===== config.mk =====
export PLATFORM = sky130hd
export DESIGN_NAME = frontpanel_interface
export DESIGN_NICKNAME = d
export VERILOG_FILES = /design/src/verilog/fp_pkg.sv /design/src/verilog/fp_host_decode.sv /design/src/verilog/fp_param_regs.sv /design/src/verilog/fp_trigger_bank.sv /design/src/verilog/adc_capture.sv /design/src/verilog/pipe_arbiter.sv /design/src/verilog/pipe_tx_fifo.sv /design/src/verilog/frontpanel_interface.sv
export SDC_FILE = /design/constraint.sdc
export NUM_CORES = 2
export LEC_CHECK = 0
export BUFFER_PORTS_ARGS = -buffer_cell sky130_fd_sc_hd__buf_4
export CAP_MARGIN = 20
export CORE_MARGIN = 2
export CORE_UTILIZATION = 25
export CTS_CLUSTER_SIZE = 30
export DETAILED_ROUTE_END_ITERATION = 7
export PLACE_DENSITY = 0.48
export SLEW_MARGIN = 20
export SYNTH_ARGS = -nofsm -noshare
export SYNTH_HDL_FRONTEND = slang
export SYNTH_SLANG_ARGS = --single-unit

===== constraint.sdc =====
create_clock -name clk50_in -period 5.47 [get_ports clk50_in]
set_clock_uncertainty 0.2 [all_clocks]
set_input_delay 1.094 -clock clk50_in [delete_from_list [all_inputs] [get_ports clk50_in]]
set_output_delay 1.094 -clock clk50_in [all_outputs]
set_load 0.005 [all_outputs]

===== src/verilog/fp_pkg.sv =====
`default_nettype none

package fp_pkg;

	//////////////////////////////
	// sizes
	//////////////////////////////
	localparam int N_ADC      = 8;                  // adc channels
	localparam int W_ADC      = 18;                 // adc sample width
	localparam int W_HB       = 16;                 // host data width
	localparam int W_CHAN     = $clog2(N_ADC);      // channel index in a pipe word
	localparam int FIFO_DEPTH = 64;
	localparam int FIFO_AW    = 6;
	localparam int N_WIRE_IN  = 25;                 // wire-in registers
	localparam int N_TRIG     = 5;                  // trigger words

	//////////////////////////////
	// host address map
	//////////////////////////////
	localparam logic [7:0] ADDR_WIRE_IN_BASE  = 8'h00;
	localparam logic [7:0] ADDR_WIRE_OUT_BASE = 8'h20;   // one per channel
	localparam logic [7:0] ADDR_STATUS        = 8'h28;
	localparam logic [7:0] ADDR_TRIG_BASE     = 8'h40;
	localparam logic [7:0] ADDR_PIPE          = 8'ha3;

	// wire-in offsets
	localparam logic [4:0] OFS_ADC_OS            = 5'h00;
	localparam logic [4:0] OFS_OSF_ACTIVATE      = 5'h01;
	localparam logic [4:0] OFS_OSF_CYCLE_DELAY   = 5'h02;
	localparam logic [4:0] OFS_OSF_OSM           = 5'h03;
	localparam logic [4:0] OFS_OSF_UPDATE_EN     = 5'h04;
	localparam logic [4:0] OFS_PID_LOCK_EN       = 5'h05;
	localparam logic [4:0] OFS_PID_SETPOINT      = 5'h06;
	localparam logic [4:0] OFS_PID_P_COEF        = 5'h07;
	localparam logic [4:0] OFS_PID_I_COEF        = 5'h08;
	localparam logic [4:0] OFS_PID_D_COEF        = 5'h09;
	localparam logic [4:0] OFS_PID_UPDATE_EN     = 5'h0a;
	localparam logic [4:0] OFS_RTR_SRC_SEL       = 5'h0b;
	localparam logic [4:0] OFS_RTR_DEST_SEL      = 5'h0c;
	localparam logic [4:0] OFS_RTR_OUTPUT_ACTIVE = 5'h0d;
	localparam logic [4:0] OFS_OPP_INIT0         = 5'h0e;   // low word, init1/init2 follow
	localparam logic [4:0] OFS_OPP_INIT1         = 5'h0f;
	localparam logic [4:0] OFS_OPP_INIT2         = 5'h10;
	localparam logic [4:0] OFS_OPP_MIN0          = 5'h11;
	localparam logic [4:0] OFS_OPP_MIN1          = 5'h12;
	localparam logic [4:0] OFS_OPP_MIN2          = 5'h13;
	localparam logic [4:0] OFS_OPP_MAX0          = 5'h14;
	localparam logic [4:0] OFS_OPP_MAX1          = 5'h15;
	localparam logic [4:0] OFS_OPP_MAX2          = 5'h16;
	localparam logic [4:0] OFS_OPP_UPDATE_EN     = 5'h17;
	localparam logic [4:0] OFS_OPP_MULTIPLIER    = 5'h18;

	// trigger offsets from ADDR_TRIG_BASE
	localparam logic [4:0] TRIG_ADC_CSTART    = 5'h00;
	localparam logic [4:0] TRIG_PID_CLEAR     = 5'h01;
	localparam logic [4:0] TRIG_DAC_REF_SET   = 5'h02;
	localparam logic [4:0] TRIG_MODULE_UPDATE = 5'h03;
	localparam logic [4:0] TRIG_SYS_RESET     = 5'h04;

	//////////////////////////////
	// types
	//////////////////////////////
	typedef struct packed {
		logic [7:0]      addr;
		logic [W_HB-1:0] wdata;
		logic            write;   // one-cycle strobe
		logic            read;    // one-cycle strobe
	} hb_req_t;

	typedef struct packed {
		logic [2:0]         adc_os;
		logic [N_ADC-1:0]   osf_activate;
		logic [15:0]        osf_cycle_delay;
		logic [5:0]         osf_osm;
		logic [N_ADC-1:0]   osf_update_en;
		logic [N_ADC-1:0]   pid_lock_en;
		logic [15:0]        pid_setpoint;
		logic signed [15:0] pid_p_coef;
		logic signed [15:0] pid_i_coef;
		logic signed [15:0] pid_d_coef;
		logic [N_ADC-1:0]   pid_update_en;
		logic [3:0]         rtr_src_sel;
		logic [3:0]         rtr_dest_sel;
		logic [7:0]         rtr_output_active;
		logic [47:0]        opp_min;
		logic [47:0]        opp_max;
		logic [47:0]        opp_init;
		logic [7:0]         opp_multiplier;
		logic [7:0]         opp_update_en;
	} fp_params_t;

	typedef struct packed {
		logic             adc_cstart;
		logic [N_ADC-1:0] pid_clear;
		logic             dac_ref_set;
		logic             module_update;
		logic             sys_reset;
	} fp_trig_t;

	typedef struct packed {
		logic [W_CHAN-1:0]      chan;
		logic [W_HB-W_CHAN-1:0] sample;   // top bits of the adc sample
	} pipe_word_t;

endpackage

`default_nettype wire


===== src/verilog/fp_host_decode.sv =====
`timescale 1ns/1ps
`default_nettype none

module fp_host_decode (
	input  logic                                          clk50_in,
	input  logic                                          reset,
	input  fp_pkg::hb_req_t                               host,
	input  fp_pkg::fp_params_t                            params,
	input  logic [fp_pkg::N_ADC-1:0][fp_pkg::W_ADC-1:0]   chan_data,
	input  fp_pkg::pipe_word_t                            fifo_head,
	input  logic [fp_pkg::FIFO_AW:0]                      fifo_count,
	input  logic                                          overflow,
	output logic                                          reg_we,
	output logic                                          trig_we,
	output logic [4:0]                                    reg_addr,
	output logic [fp_pkg::W_HB-1:0]                       reg_wdata,
	output logic                                          fifo_pop,
	output logic [fp_pkg::W_HB-1:0]                       host_rdata,
	output logic                                          host_rvalid
);
	import fp_pkg::*;

	logic [7:0]      off_win, off_wo, off_trig;   // base-relative offsets
	logic            is_wire_in, is_wire_out, is_trig, is_status, is_pipe;
	logic [W_HB-1:0] win_rd, rd_mux;

	//////////////////////////////
	// address classify
	//////////////////////////////
	assign off_win  = host.addr - ADDR_WIRE_IN_BASE;
	assign off_wo   = host.addr - ADDR_WIRE_OUT_BASE;
	assign off_trig = host.addr - ADDR_TRIG_BASE;

	assign is_wire_in  = off_win < 8'(N_WIRE_IN);
	assign is_wire_out = off_wo < 8'(N_ADC);
	assign is_trig     = off_trig < 8'(N_TRIG);
	assign is_status   = host.addr == ADDR_STATUS;
	assign is_pipe     = host.addr == ADDR_PIPE;

	// writes go straight to the banks, registered there
	assign reg_we    = host.write & is_wire_in;
	assign trig_we   = host.write & is_trig;
	assign reg_addr  = is_trig ? off_trig[4:0] : off_win[4:0];
	assign reg_wdata = host.wdata;
	assign fifo_pop  = host.read & is_pipe & (fifo_count != '0);   // empty pipe pops nothing

	// wire-in readback, zero extended from field width
	always_comb begin
		win_rd = '0;
		case (off_win[4:0])
			OFS_ADC_OS:            win_rd = W_HB'(params.adc_os);
			OFS_OSF_ACTIVATE:      win_rd = W_HB'(params.osf_activate);
			OFS_OSF_CYCLE_DELAY:   win_rd = params.osf_cycle_delay;
			OFS_OSF_OSM:           win_rd = W_HB'(params.osf_osm);
			OFS_OSF_UPDATE_EN:     win_rd = W_HB'(params.osf_update_en);
			OFS_PID_LOCK_EN:       win_rd = W_HB'(params.pid_lock_en);
			OFS_PID_SETPOINT:      win_rd = params.pid_setpoint;
			OFS_PID_P_COEF:        win_rd = params.pid_p_coef;
			OFS_PID_I_COEF:        win_rd = params.pid_i_coef;
			OFS_PID_D_COEF:        win_rd = params.pid_d_coef;
			OFS_PID_UPDATE_EN:     win_rd = W_HB'(params.pid_update_en);
			OFS_RTR_SRC_SEL:       win_rd = W_HB'(params.rtr_src_sel);
			OFS_RTR_DEST_SEL:      win_rd = W_HB'(params.rtr_dest_sel);
			OFS_RTR_OUTPUT_ACTIVE: win_rd = W_HB'(params.rtr_output_active);
			OFS_OPP_INIT0:         win_rd = params.opp_init[15:0];
			OFS_OPP_INIT1:         win_rd = params.opp_init[31:16];
			OFS_OPP_INIT2:         win_rd = params.opp_init[47:32];
			OFS_OPP_MIN0:          win_rd = params.opp_min[15:0];
			OFS_OPP_MIN1:          win_rd = params.opp_min[31:16];
			OFS_OPP_MIN2:          win_rd = params.opp_min[47:32];
			OFS_OPP_MAX0:          win_rd = params.opp_max[15:0];
			OFS_OPP_MAX1:          win_rd = params.opp_max[31:16];
			OFS_OPP_MAX2:          win_rd = params.opp_max[47:32];
			OFS_OPP_UPDATE_EN:     win_rd = W_HB'(params.opp_update_en);
			OFS_OPP_MULTIPLIER:    win_rd = W_HB'(params.opp_multiplier);
			default:               win_rd = '0;
		endcase
	end

	//////////////////////////////
	// read mux
	//////////////////////////////
	always_comb begin
		rd_mux = '0;   // unmapped reads give zero
		if (is_wire_in)
			rd_mux = win_rd;
		else if (is_wire_out)
			rd_mux = chan_data[off_wo[W_CHAN-1:0]][W_ADC-1 -: W_HB];   // bits 17:2
		else if (is_status)
			rd_mux = {overflow, {(W_HB-FIFO_AW-2){1'b0}}, fifo_count};
		else if (fifo_pop)
			rd_mux = fifo_head;   // head leaves the fifo on the same edge
	end

	always_ff @(posedge clk50_in) begin
		if (reset)
			host_rvalid <= 1'b0;
		else
			host_rvalid <= host.read;   // one cycle after the strobe
	end

	always_ff @(posedge clk50_in) begin
		if (host.read)
			host_rdata <= rd_mux;
	end

endmodule

`default_nettype wire


===== src/verilog/fp_param_regs.sv =====
`timescale 1ns/1ps
`default_nettype none

module fp_param_regs (
	input  logic                     clk50_in,
	input  logic                     reset,
	input  logic                     reg_we,
	input  logic [4:0]               reg_addr,
	input  logic [fp_pkg::W_HB-1:0]  reg_wdata,
	output fp_pkg::fp_params_t       params
);
	import fp_pkg::*;

	logic [N_WIRE_IN-1:0][W_HB-1:0] regs;

	// bits kept per register, rest written as zero
	function automatic logic [W_HB-1:0] field_mask(input logic [4:0] ofs);
		case (ofs)
			OFS_ADC_OS:                        field_mask = 16'h0007;
			OFS_OSF_OSM:                       field_mask = 16'h003f;
			OFS_RTR_SRC_SEL, OFS_RTR_DEST_SEL: field_mask = 16'h000f;
			OFS_OSF_ACTIVATE, OFS_OSF_UPDATE_EN, OFS_PID_LOCK_EN, OFS_PID_UPDATE_EN,
			OFS_RTR_OUTPUT_ACTIVE, OFS_OPP_UPDATE_EN, OFS_OPP_MULTIPLIER:
				field_mask = 16'h00ff;
			default:                           field_mask = 16'hffff;   // full word
		endcase
	endfunction

	always_ff @(posedge clk50_in) begin
		if (reset) begin
			regs                     <= '0;
			regs[OFS_OPP_MULTIPLIER] <= 16'd1;   // unity gain out of reset
		end else if (reg_we) begin
			regs[reg_addr] <= reg_wdata & field_mask(reg_addr);
		end
	end

	//////////////////////////////
	// pack into params
	//////////////////////////////
	always_comb begin
		params.adc_os            = regs[OFS_ADC_OS][2:0];
		params.osf_activate      = regs[OFS_OSF_ACTIVATE][N_ADC-1:0];
		params.osf_cycle_delay   = regs[OFS_OSF_CYCLE_DELAY];
		params.osf_osm           = regs[OFS_OSF_OSM][5:0];
		params.osf_update_en     = regs[OFS_OSF_UPDATE_EN][N_ADC-1:0];
		params.pid_lock_en       = regs[OFS_PID_LOCK_EN][N_ADC-1:0];
		params.pid_setpoint      = regs[OFS_PID_SETPOINT];
		params.pid_p_coef        = regs[OFS_PID_P_COEF];   // two's complement
		params.pid_i_coef        = regs[OFS_PID_I_COEF];
		params.pid_d_coef        = regs[OFS_PID_D_COEF];
		params.pid_update_en     = regs[OFS_PID_UPDATE_EN][N_ADC-1:0];
		params.rtr_src_sel       = regs[OFS_RTR_SRC_SEL][3:0];
		params.rtr_dest_sel      = regs[OFS_RTR_DEST_SEL][3:0];
		params.rtr_output_active = regs[OFS_RTR_OUTPUT_ACTIVE][7:0];
		// 48 bit opp values, word 2 on top
		params.opp_min  = {regs[OFS_OPP_MIN2], regs[OFS_OPP_MIN1], regs[OFS_OPP_MIN0]};
		params.opp_max  = {regs[OFS_OPP_MAX2], regs[OFS_OPP_MAX1], regs[OFS_OPP_MAX0]};
		params.opp_init = {regs[OFS_OPP_INIT2], regs[OFS_OPP_INIT1], regs[OFS_OPP_INIT0]};
		params.opp_multiplier    = regs[OFS_OPP_MULTIPLIER][7:0];
		params.opp_update_en     = regs[OFS_OPP_UPDATE_EN][7:0];
	end

endmodule

`default_nettype wire


===== src/verilog/fp_trigger_bank.sv =====
`timescale 1ns/1ps
`default_nettype none

module fp_trigger_bank (
	input  logic                     clk50_in,
	input  logic                     reset,
	input  logic                     trig_we,
	input  logic [4:0]               reg_addr,
	input  logic [fp_pkg::W_HB-1:0]  reg_wdata,
	output fp_pkg::fp_trig_t         trig
);
	import fp_pkg::*;

	// every bit falls back to zero unless written this cycle
	always_ff @(posedge clk50_in) begin
		trig <= '0;
		if (!reset && trig_we) begin
			case (reg_addr)
				TRIG_ADC_CSTART:    trig.adc_cstart    <= reg_wdata[0];
				TRIG_PID_CLEAR:     trig.pid_clear     <= reg_wdata[N_ADC-1:0];   // per channel
				TRIG_DAC_REF_SET:   trig.dac_ref_set   <= reg_wdata[0];
				TRIG_MODULE_UPDATE: trig.module_update <= reg_wdata[0];
				TRIG_SYS_RESET:     trig.sys_reset     <= reg_wdata[0];   // also flushes the pipe
				default:            trig               <= '0;
			endcase
		end
	end

endmodule

`default_nettype wire


===== src/verilog/adc_capture.sv =====
`timescale 1ns/1ps
`default_nettype none

module adc_capture (
	input  logic                                         clk50_in,
	input  logic                                         reset,
	input  logic [fp_pkg::N_ADC-1:0]                     adc_data_valid,
	input  logic [fp_pkg::W_ADC-1:0]                     adc_data_a,   // channels 0-3
	input  logic [fp_pkg::W_ADC-1:0]                     adc_data_b,   // channels 4-7
	output logic [fp_pkg::N_ADC-1:0][fp_pkg::W_ADC-1:0]  chan_data
);
	import fp_pkg::*;

	//////////////////////////////
	// holding registers
	//////////////////////////////
	// a and b groups load independently
	always_ff @(posedge clk50_in) begin
		if (reset) begin
			chan_data <= '0;
		end else begin
			for (int n = 0; n < N_ADC; n++) begin
				if (adc_data_valid[n])
					chan_data[n] <= (n < N_ADC/2) ? adc_data_a : adc_data_b;
			end
		end
	end

endmodule

`default_nettype wire


===== src/verilog/pipe_arbiter.sv =====
`timescale 1ns/1ps
`default_nettype none

module pipe_arbiter (
	input  logic                     clk50_in,
	input  logic                     reset,
	input  logic                     flush,
	input  logic [fp_pkg::N_ADC-1:0] adc_data_valid,
	input  logic [fp_pkg::W_ADC-1:0] adc_data_a,
	input  logic [fp_pkg::W_ADC-1:0] adc_data_b,
	input  logic [fp_pkg::N_ADC-1:0] activate,
	output logic                     wr_en,
	output fp_pkg::pipe_word_t       wr_word,
	output logic                     hold_drop
);
	import fp_pkg::*;

	logic [N_ADC/2-1:0] sel_a, sel_b;              // active strobes per group
	logic               s_a_vld, s_b_vld, hold_vld;
	pipe_word_t         s_a_word, s_b_word, hold_word;
	logic               out_vld, keep_vld, drop;
	pipe_word_t         out_word, keep_word;

	// lowest strobed channel inside a group
	function automatic logic [W_CHAN-2:0] low_idx(input logic [N_ADC/2-1:0] v);
		low_idx = '0;
		for (int i = N_ADC/2-1; i >= 0; i--) begin
			if (v[i])
				low_idx = (W_CHAN-1)'(i);
		end
	endfunction

	assign sel_a = adc_data_valid[N_ADC/2-1:0] & activate[N_ADC/2-1:0];
	assign sel_b = adc_data_valid[N_ADC-1:N_ADC/2] & activate[N_ADC-1:N_ADC/2];

	//////////////////////////////
	// held, then a, then b
	//////////////////////////////
	assign out_vld   = hold_vld | s_a_vld | s_b_vld;
	assign out_word  = hold_vld ? hold_word : (s_a_vld ? s_a_word : s_b_word);
	assign keep_vld  = hold_vld ? (s_a_vld | s_b_vld) : (s_a_vld & s_b_vld);   // second in line
	assign keep_word = (hold_vld & s_a_vld) ? s_a_word : s_b_word;
	assign drop      = hold_vld & s_a_vld & s_b_vld;   // third word has nowhere to go

	always_ff @(posedge clk50_in) begin
		if (reset || flush) begin
			s_a_vld   <= 1'b0;
			s_b_vld   <= 1'b0;
			hold_vld  <= 1'b0;
			wr_en     <= 1'b0;
			hold_drop <= 1'b0;
		end else begin
			s_a_vld   <= |sel_a;
			s_b_vld   <= |sel_b;
			hold_vld  <= keep_vld;
			wr_en     <= out_vld;   // two cycles after the strobe
			hold_drop <= drop;
		end
	end

	// payload stage
	always_ff @(posedge clk50_in) begin
		s_a_word.chan   <= {1'b0, low_idx(sel_a)};
		s_a_word.sample <= adc_data_a[W_ADC-1 -: W_HB-W_CHAN];
		s_b_word.chan   <= {1'b1, low_idx(sel_b)};   // upper half of the channels
		s_b_word.sample <= adc_data_b[W_ADC-1 -: W_HB-W_CHAN];
		hold_word       <= keep_word;
		wr_word         <= out_word;
	end

endmodule

`default_nettype wire


===== src/verilog/pipe_tx_fifo.sv =====
`timescale 1ns/1ps
`default_nettype none

module pipe_tx_fifo (
	input  logic                      clk50_in,
	input  logic                      reset,
	input  logic                      flush,
	input  logic                      wr_en,
	input  fp_pkg::pipe_word_t        wr_word,
	input  logic                      hold_drop,
	input  logic                      pop,
	output fp_pkg::pipe_word_t        head,
	output logic [fp_pkg::FIFO_AW:0]  count,
	output logic                      overflow
);
	import fp_pkg::*;

	pipe_word_t         mem [FIFO_DEPTH];
	logic [FIFO_AW-1:0] wptr, rptr;
	logic               do_push, do_pop;

	assign do_push = wr_en & (count != (FIFO_AW+1)'(FIFO_DEPTH));   // full drops the word
	assign do_pop  = pop & (count != '0);

	//////////////////////////////
	// pointers and flags
	//////////////////////////////
	always_ff @(posedge clk50_in) begin
		if (reset || flush) begin
			wptr     <= '0;
			rptr     <= '0;
			count    <= '0;
			overflow <= 1'b0;
		end else begin
			if (do_push)
				wptr <= wptr + 1'b1;   // wraps at depth
			if (do_pop)
				rptr <= rptr + 1'b1;
			count <= count + (FIFO_AW+1)'(do_push) - (FIFO_AW+1)'(do_pop);
			if ((wr_en && !do_push) || hold_drop)
				overflow <= 1'b1;   // sticky until flush
		end
	end

	always_ff @(posedge clk50_in) begin
		if (do_push)
			mem[wptr] <= wr_word;
	end

	assign head = mem[rptr];   // show-ahead

endmodule

`default_nettype wire


===== src/verilog/frontpanel_interface.sv =====
`timescale 1ns/1ps
`default_nettype none

module frontpanel_interface (
	input  logic                     clk50_in,
	input  logic                     reset,
	input  fp_pkg::hb_req_t          host,
	input  logic [fp_pkg::N_ADC-1:0] adc_data_valid,
	input  logic [fp_pkg::W_ADC-1:0] adc_data_a,
	input  logic [fp_pkg::W_ADC-1:0] adc_data_b,
	output logic [fp_pkg::W_HB-1:0]  host_rdata,
	output logic                     host_rvalid,
	output fp_pkg::fp_params_t       params,
	output fp_pkg::fp_trig_t         trig
);
	import fp_pkg::*;

	//////////////////////////////
	// internal nets
	//////////////////////////////
	logic                         reg_we, trig_we, fifo_pop;
	logic [4:0]                   reg_addr;
	logic [W_HB-1:0]              reg_wdata;
	logic [N_ADC-1:0][W_ADC-1:0]  chan_data;     // wire-out readbacks
	pipe_word_t                   fifo_head, wr_word;
	logic [FIFO_AW:0]             fifo_count;
	logic                         overflow, wr_en, hold_drop;

	fp_host_decode fp_host_decode_i (
		.clk50_in    (clk50_in),
		.reset       (reset),
		.host        (host),
		.params      (params),
		.chan_data   (chan_data),
		.fifo_head   (fifo_head),
		.fifo_count  (fifo_count),
		.overflow    (overflow),
		.reg_we      (reg_we),
		.trig_we     (trig_we),
		.reg_addr    (reg_addr),
		.reg_wdata   (reg_wdata),
		.fifo_pop    (fifo_pop),
		.host_rdata  (host_rdata),
		.host_rvalid (host_rvalid)
	);

	fp_param_regs fp_param_regs_i (
		.clk50_in  (clk50_in),
		.reset     (reset),
		.reg_we    (reg_we),
		.reg_addr  (reg_addr),
		.reg_wdata (reg_wdata),
		.params    (params)
	);

	fp_trigger_bank fp_trigger_bank_i (
		.clk50_in  (clk50_in),
		.reset     (reset),
		.trig_we   (trig_we),
		.reg_addr  (reg_addr),
		.reg_wdata (reg_wdata),
		.trig      (trig)
	);

	adc_capture adc_capture_i (
		.clk50_in       (clk50_in),
		.reset          (reset),
		.adc_data_valid (adc_data_valid),
		.adc_data_a     (adc_data_a),
		.adc_data_b     (adc_data_b),
		.chan_data      (chan_data)
	);

	// osf_activate picks which channels reach the pipe
	pipe_arbiter pipe_arbiter_i (
		.clk50_in       (clk50_in),
		.reset          (reset),
		.flush          (trig.sys_reset),
		.adc_data_valid (adc_data_valid),
		.adc_data_a     (adc_data_a),
		.adc_data_b     (adc_data_b),
		.activate       (params.osf_activate),
		.wr_en          (wr_en),
		.wr_word        (wr_word),
		.hold_drop      (hold_drop)
	);

	pipe_tx_fifo pipe_tx_fifo_i (
		.clk50_in  (clk50_in),
		.reset     (reset),
		.flush     (trig.sys_reset),   // sys_reset empties the pipe
		.wr_en     (wr_en),
		.wr_word   (wr_word),
		.hold_drop (hold_drop),
		.pop       (fifo_pop),
		.head      (fifo_head),
		.count     (fifo_count),
		.overflow  (overflow)
	);

endmodule

`default_nettype wire


* Word level (Yosys, flattened, before mapping)
Memory sizes are Yosys's and may differ from the RTL's. A register that Yosys moved wholly into a read port is not among the register bits.
Cells that the tools add are included.
** Operators by class
- Add/subtract/negate cells :: 6
- Multiply operators :: 0
- Div/mod/pow operators :: 0
- Magnitude comparators :: 6
- Equality and inequality tests :: 31
- Shifts and indexed selects :: 0
- Muxes and demuxes :: 27
- Bitwise logic cells :: 15
- Reductions and logical operators :: 19
** Operators with widths (count)
- $bwmux W400 :: 1
- $pmux W16 S25 :: 1
- $mux W16 :: 10
- $demux W16 S5 :: 1
- $bmux W18 S3 :: 1
- $eq A5 B5 Y1 const B :: 9
- $eq A5 B4 Y1 const B :: 8
- $eq A5 B3 Y1 const B :: 5
- $eq A5 B2 Y1 const B :: 4
- $mux W18 :: 1
- $and A16 B16 Y16 :: 1
- $add A6 B1 Y6 const B :: 2
- $mux W6 :: 2
- $eq A5 B1 Y1 const B :: 2
- $logic_not A5 Y1 :: 2
- $reduce_and A2 Y1 :: 5
- $and A1 B1 Y1 :: 9
- $and A4 B4 Y4 :: 2
- $eq A8 B6 Y1 const B :: 1
- $eq A8 B8 Y1 const B :: 1
- $lt A8 B3 Y1 const B :: 1
- $lt A8 B4 Y1 const B :: 1
- $lt A8 B5 Y1 const B :: 1
- $mux W2 :: 4
- 17 further kinds :: 29
** Storage, ports and cells
- Bits in registers :: 660
- Bits in latches :: 0
- Bits in writable memories :: 1024
- ROM bits :: 416
- Input bits :: 72
- Output and inout bits :: 326
- Memories kept :: 2
** Memories
- pipe_tx_fifo_i.mem :: words 64, bits a word 16, read ports 1, clocked after memory_dff 1, write ports 1, line pipe_tx_fifo.sv:18 : pipe_word_t mem [FIFO_DEPTH];
- (no name shown) :: words 32, bits a word 13, read ports 1, clocked after memory_dff 0, write ports 0, line fp_param_regs.sv:18 : case (ofs)

* Depth between registers and ports, before layout
- Depth in word-level cells :: 8
- Depth in mapped cells :: 15
- Gate-level depth less buffers :: 14

* By module
Synthesis repeated with hierarchy kept, for this count alone.
** Second synthesis, totals
- Cells, all modules :: 4386
- Area total of the unflattened synthesis :: 63926.3 µm²
** By module, submodules not included
- pipe_tx_fifo :: times used 1, cells an instance 1899, area an instance 40786.6 µm², seq. area each 31270.0 µm²
- fp_param_regs :: times used 1, cells an instance 1286, area an instance 10965.5 µm², seq. area each 5945.7 µm²
- adc_capture :: times used 1, cells an instance 464, area an instance 5232.5 µm², seq. area each 2882.8 µm²
- fp_host_decode :: times used 1, cells an instance 547, area an instance 4499.3 µm², seq. area each 500.5 µm²
- pipe_arbiter :: times used 1, cells an instance 159, area an instance 2037.0 µm², seq. area each 1341.3 µm²
- fp_trigger_bank :: times used 1, cells an instance 31, area an instance 405.4 µm², seq. area each 240.2 µm²

* Worst setup path after synthesis
OpenSTA, ideal clock, no wires.
- Kind :: in2reg
- From :: input port host[18] in the netlist's numbering
- To :: register fp_param_regs_i.regs, in the netlist fp_param_regs_i.params[237]
- Library setup time :: 0.128 ns
- Arrival :: 4.143 ns
- Data required time :: 5.142 ns
- Path slack :: 0.999 ns
- Stages on the path :: 14
- Cells stage by stage :: clkbuf_1 > buf_1 > buf_2 > inv_1 > ha_1 > nor2b_1 > o21a_1 > and3_1 > clkbuf_1 > and3_1 > clkbuf_1 > buf_2 > mux2i_1 > nor2_1
** On the way
- Word-level cells in the longest chain between the ends :: 8
** Ends and longest elaborated chain
- from (decl) :: line frontpanel_interface.sv:7 : input fp_pkg::hb_req_t host,
- $sub A8 B7 Y8 :: line fp_host_decode.sv:32 : assign off_trig = host.addr - ADDR_TRIG_BASE;
- $lt A8 B3 Y1 :: line fp_host_decode.sv:36 : assign is_trig = off_trig < 8'(N_TRIG);
- $mux W5 :: line fp_host_decode.sv:43 : assign reg_addr = is_trig ? off_trig[4:0] : off_win[4:0];
- $mem_v2 Z32 W13 (tied with other cells)
- $mux W16 / $logic_and A1 B1 Y1 (equally long branches) :: line fp_param_regs.sv:33, fp_param_regs.sv:34
- $mux W16, on equally long branches :: line fp_param_regs.sv:30, fp_param_regs.sv:34
- $and A16 B16 Y16 / $demux W16 S5 (equally long branches)
- $bwmux W400 :: line fp_param_regs.sv:34 : regs[reg_addr] <= reg_wdata & field_mask(reg_addr);
- to (signal, indexed assignment) :: line fp_param_regs.sv:34
- to (decl) :: line fp_param_regs.sv:14 : logic [N_WIRE_IN-1:0][W_HB-1:0] regs;
Several ways; a longest one is shown, not always the timed one. The select of a mux whose other input is x is not followed.
A chain may end at the register's enable or synchronous reset.

* Worst setup path after layout
- From :: input port host[19] in the netlist's numbering
- To :: register fp_host_decode_i.host_rdata[8] in the netlist's numbering, data pin
** On the way
- Word-level cells in the longest chain between the ends :: 7
** Ends and longest elaborated chain
- branches (longest 6 deep; another with $sub A8 B6 Y8)
- $mux W16 (*) :: line fp_host_decode.sv:85 : if (is_wire_in)
- named net fp_host_decode_i.rd_mux[8] :: line fp_host_decode.sv:25 : logic [W_HB-1:0] win_rd, rd_mux;
- to (signal assigned) :: line fp_host_decode.sv:104 : host_rdata <= rd_mux;
- to (decl) :: line fp_host_decode.sv:18 : output logic [fp_pkg::W_HB-1:0] host_rdata,
Mark *: on every way through the listed nets, which the timed path passes. The select of a mux whose other input is x is not followed.

==> summary.md <==
| Metric | Value |
|---|---|
| F_max | 232 MHz |
| Initial DRC count | 4263 |
| IO buf count | 393 |
| Final worst-path cycle share | 78.7% |
| Clock root cell | clkbuf_16 |
| Dpl hpwl | 158 mm |
| WP data arrival | 4.80 ns |
| Residual DRC | 0 |
| Fin util | 30.6% |
| Place WS | 0.507 ns |
| Final setup fails | 0 |
| Post-Route WL | 233 mm |
| Overflow after GRT | 0 |
| RePlAce Congestion | 0.943 |
| Synth Warn # | 0 |
| Post-Syn Area | 62600 um2 |
| Worst hold path class | in -> reg |
| CTS Buffer Depth | 3 |
| Crit-path slowest cell | nor4_1 |
| Die Y | 504 um |
| Hold EP | pipe_arbiter_i.s_b_word[7] |
| Die area | 254000 um2 |
| CTS sink cnt | 1571 |
| Max-Cap Viols | 0 |
| Peak VDD IR | 0.000335 V |
| Vias/cell | 4.89 |
| Total core area | 249000 um2 |
| Min Hold Slack | 0.203 ns |
| Slew HR | 14.7% |
| Syn Inst Count | 4521 |
| Post-CTS sizing | 0 |
| # Post-CTS Setup Buffers | 0 |
| R2r setup slk | 1.62 ns |
| Pin count of the biggest net entering global routing | 155 |
| Top_reg_cell synth | edfxtp_1 |
| DRT antenna net count | 0 |
| Fraction of layout cells with a size suffix above 1 | 22.1% |
| CTS H-Tree Depth | 4 |
| Final Hold Vio Count | 0 |
| Worst path max stage delay | 0.93 ns |
| Crit end category | flip-flop |
| Tmin final | 4.30 ns |
| Clk slew on worst S/H paths | 0.06 ns |
| Per-cell routed wire length | 27.6 um |
| Cts-stage hold buffer count | 0 |
| Buf/Inv on CP | 4 |
| Vias | 41300 |
| Worst r2r src | pipe_tx_fifo_i.count[2] |
| Crit path kind | in -> reg |
| Register area share after synthesis | 66.9% |
| Worst Max-Slew Pin Slew | 1.27 ns |
| TNS Setup | 0 ns |
| Clk Latency, worst-skew pair | 0.84 ns |
| Leakage | 24.9 nW |
| CP top delay family | simple AND/OR/NAND/NOR gates |
| RSZ-0062 raised after global routing | false |
| DR pass1 iterations | 6 |
| Cell mode on critical path | buf_4 |
| Antenna violations before repair | 7 |
| Vias in the first global route | 39800 |
| Synthesized area per cell | 13.8 um2 |
| Crit path cell chain | buf_4, ha_1, or4b_1, a2111oi_4, buf_4, and3b_1, buf_4, nand2_4, nor4_1, buf_4, or4_1 |
| Status | finished clean |
| CP Data Required Time | 5.96 ns |
| TritonCTS clock tree | yes |
| PD cells | 330 nW/um2 |
| CP Max Fanout | 8 |
| Final setup margin | 1.17 ns |
| Total power | 25.1 mW |
| Synth unique cells | 77 |
| Die width | 504 um |
| FF-to-FF End | pipe_tx_fifo_i.count[6] |
| Worst Reg-to-Reg Cells | 15 |
| Area delta synth->final | 21.5% |
| Final #Nets | 5063 |
| Starting density of the core | 25.1% |
| Top Ports | 398 |
| Global Route Usage Sum | 17.7% |
| Mapped Nets | 4611 |
| Yosys reg bits | 1571 |
| Min-Delay Path Depth | 1 |
| CTS buffer count | 169 |
| Ys async rst share | 0% |
| Fillers | 25000 |
| Pins over their slew limit | 0 |
| Rows | 183 |
| Post-synth EDFFs | 1040 |
| Worst Hold Launch | adc_data_b[12] |
| First-pass GRT wire length | 323 mm |
| Nature of the critical path startpoint | input port |
-- worst max-delay path by stage --
stage,start,endpoint,slack (ns),cells after the start
CTS,host[19],fp_host_decode_i.host_rdata[8],1.39,11
finish,host[19],fp_host_decode_i.host_rdata[8],1.17,11
global route,host[19],fp_host_decode_i.host_rdata[8],1.24,11
floorplan,host[18],fp_param_regs_i.params[237],1.0,14
global placement,host[19],fp_host_decode_i.host_rdata[8],0.50,11
detailed placement,host[19],fp_host_decode_i.host_rdata[8],0.51,11
-- logic make-up after synthesis --
logic type / count (synthesis) / share of synthesized area, %
AOI/OAI and AO/OA: 720 / 7.55
xor gates and xnor gates: 14 / 0.196
adders and majority gates: 18 / 0.372
buffers and inverters: 349 / 2.27
DFF: 1571 / 66.9
muxes: 724 / 14.9
and+or+nand+nor: 1125 / 7.79
-- power breakdown --
part,internal (mW),total (mW),switching [mW]
Combinational,0.233,0.790,0.557
Sequential,12.7,12.8,0.0711
Clock,6.62,11.5,4.91
Total,19.5,25.1,5.54
-- synthesized netlist by cell type, types with 8 or more instances --
library cell,number,area [um2]
a32o_1,8,80.1
o22ai_1,42,263
mux2_2,47,529
o2bb2ai_1,8,70.1
or3_1,9,56.3
nor2b_1,42,263
a211oi_1,14,105
a32oi_1,12,105
nand4_1,24,150
nand3_1,38,190
a22o_1,54,473
nand2_1,566,2120
dfxtp_1,531,10600
mux2i_1,514,5140
a22oi_1,102,766
nor3_1,20,100
a21oi_1,304,1520
mux4_2,163,3670
inv_1,20,75.1
a221oi_1,50,438
and3_1,16,100
o21ai_0,51,255
buf_2,63,315
nand3b_1,12,90.1
clkbuf_1,220,826
buf_1,40,150
edfxtp_1,1040,31200
ha_1,17,213
or4_1,15,113
nand2b_1,19,119
and2_1,9,56.3
and2_0,9,56.3
nor2_1,314,1180
-- per-layer routing --
layer,routed length (um),GRT usage [%],up-vias
li1,-,-,17900
met1,98400,23.1,21300
met2,109000,28.6,1674
met3,16000,3.76,365
met4,9910,6.95,8
met5,52,0,-
-- state kept, by name, summed over array words and instances (netlist names), named ones only --
name	cells
pipe_tx_fifo_i.rptr	6
pipe_tx_fifo_i.count	7
fp_host_decode_i.host_rvalid	1
pipe_arbiter_i.hold_drop	1
fp_param_regs_i.params	297
pipe_arbiter_i.hold_vld	1
adc_capture_i.chan_data	128
pipe_arbiter_i.s_b_word	15
pipe_tx_fifo_i.overflow	1
pipe_tx_fifo_i.wptr	6
fp_host_decode_i.host_rdata	16
pipe_arbiter_i.wr_word	16
pipe_arbiter_i.s_a_vld	1
pipe_arbiter_i.s_a_word	15
fp_trigger_bank_i.trig	12
pipe_arbiter_i.hold_word	16
pipe_tx_fifo_i.mem	1024
pipe_arbiter_i.s_b_vld	1
pipe_arbiter_i.wr_en	1
-- cell usage in the layout (no fill, tap or decap), types with 9 or more instances in the layout --
cell type  synthesis  final
edfxtp_1        1040   1040
buf_4              4    589
nand2_1          566    566
mux2i_1          514    514
dfxtp_1          531    512
nor2_1           314    307
a21oi_1          304    304
clkbuf_16          0    172
mux4_2           163    163
a22oi_1          102    102
a22o_1            54     54
o21ai_0           51     51
a221oi_1          50     50
mux2_2            47     47
o22ai_1           42     42
nand3_1           38     38
clkbuf_1         220     38
nor2b_1           42     33
clkinv_1           0     26
clkinv_2           0     25
nand4_1           24     24
inv_1             20     20
nand2b_1          19     18
buf_12             0     18
ha_1              17     17
and3_1            16     16
or4_1             15     15
clkbuf_8           0     15
a211oi_1          14     14
dfxtp_2            0     14
bufinv_16          0     13
nand3b_1          12     12
a32oi_1           12     12
nor3_1            20     10
nor3_2             0     10
or3_1              9      9
and2_0             9      9
-- metrics by stage --
step | cells | instance area, um2
2_1_floorplan | 4521 | 62600
3_3_place_gp | 8130 | 70400
3_5_place_dp | 8131 | 70400
4_1_cts | 8438 | 76000
5_1_grt | 8439 | 76000
6_report | 8444 | 76000
-- area by class of cell --
cell class / count / area, um2 / area share (%)
Antenna cell: 5 / 12.5 / 0.0165
Clock buffer: 225 / 4650 / 6.12
Clock inverter: 82 / 920 / 1.21
Inverter: 20 / 75.1 / 0.0987
Multi-Input combinational cell: 2601 / 19500 / 25.6
Sequential cell: 1571 / 41900 / 55.1
Tap cell: 3330 / 4170 / 5.48
Timing Repair Buffer: 610 / 4840 / 6.36
Note: power is estimated with default switching activity, not from simulation.
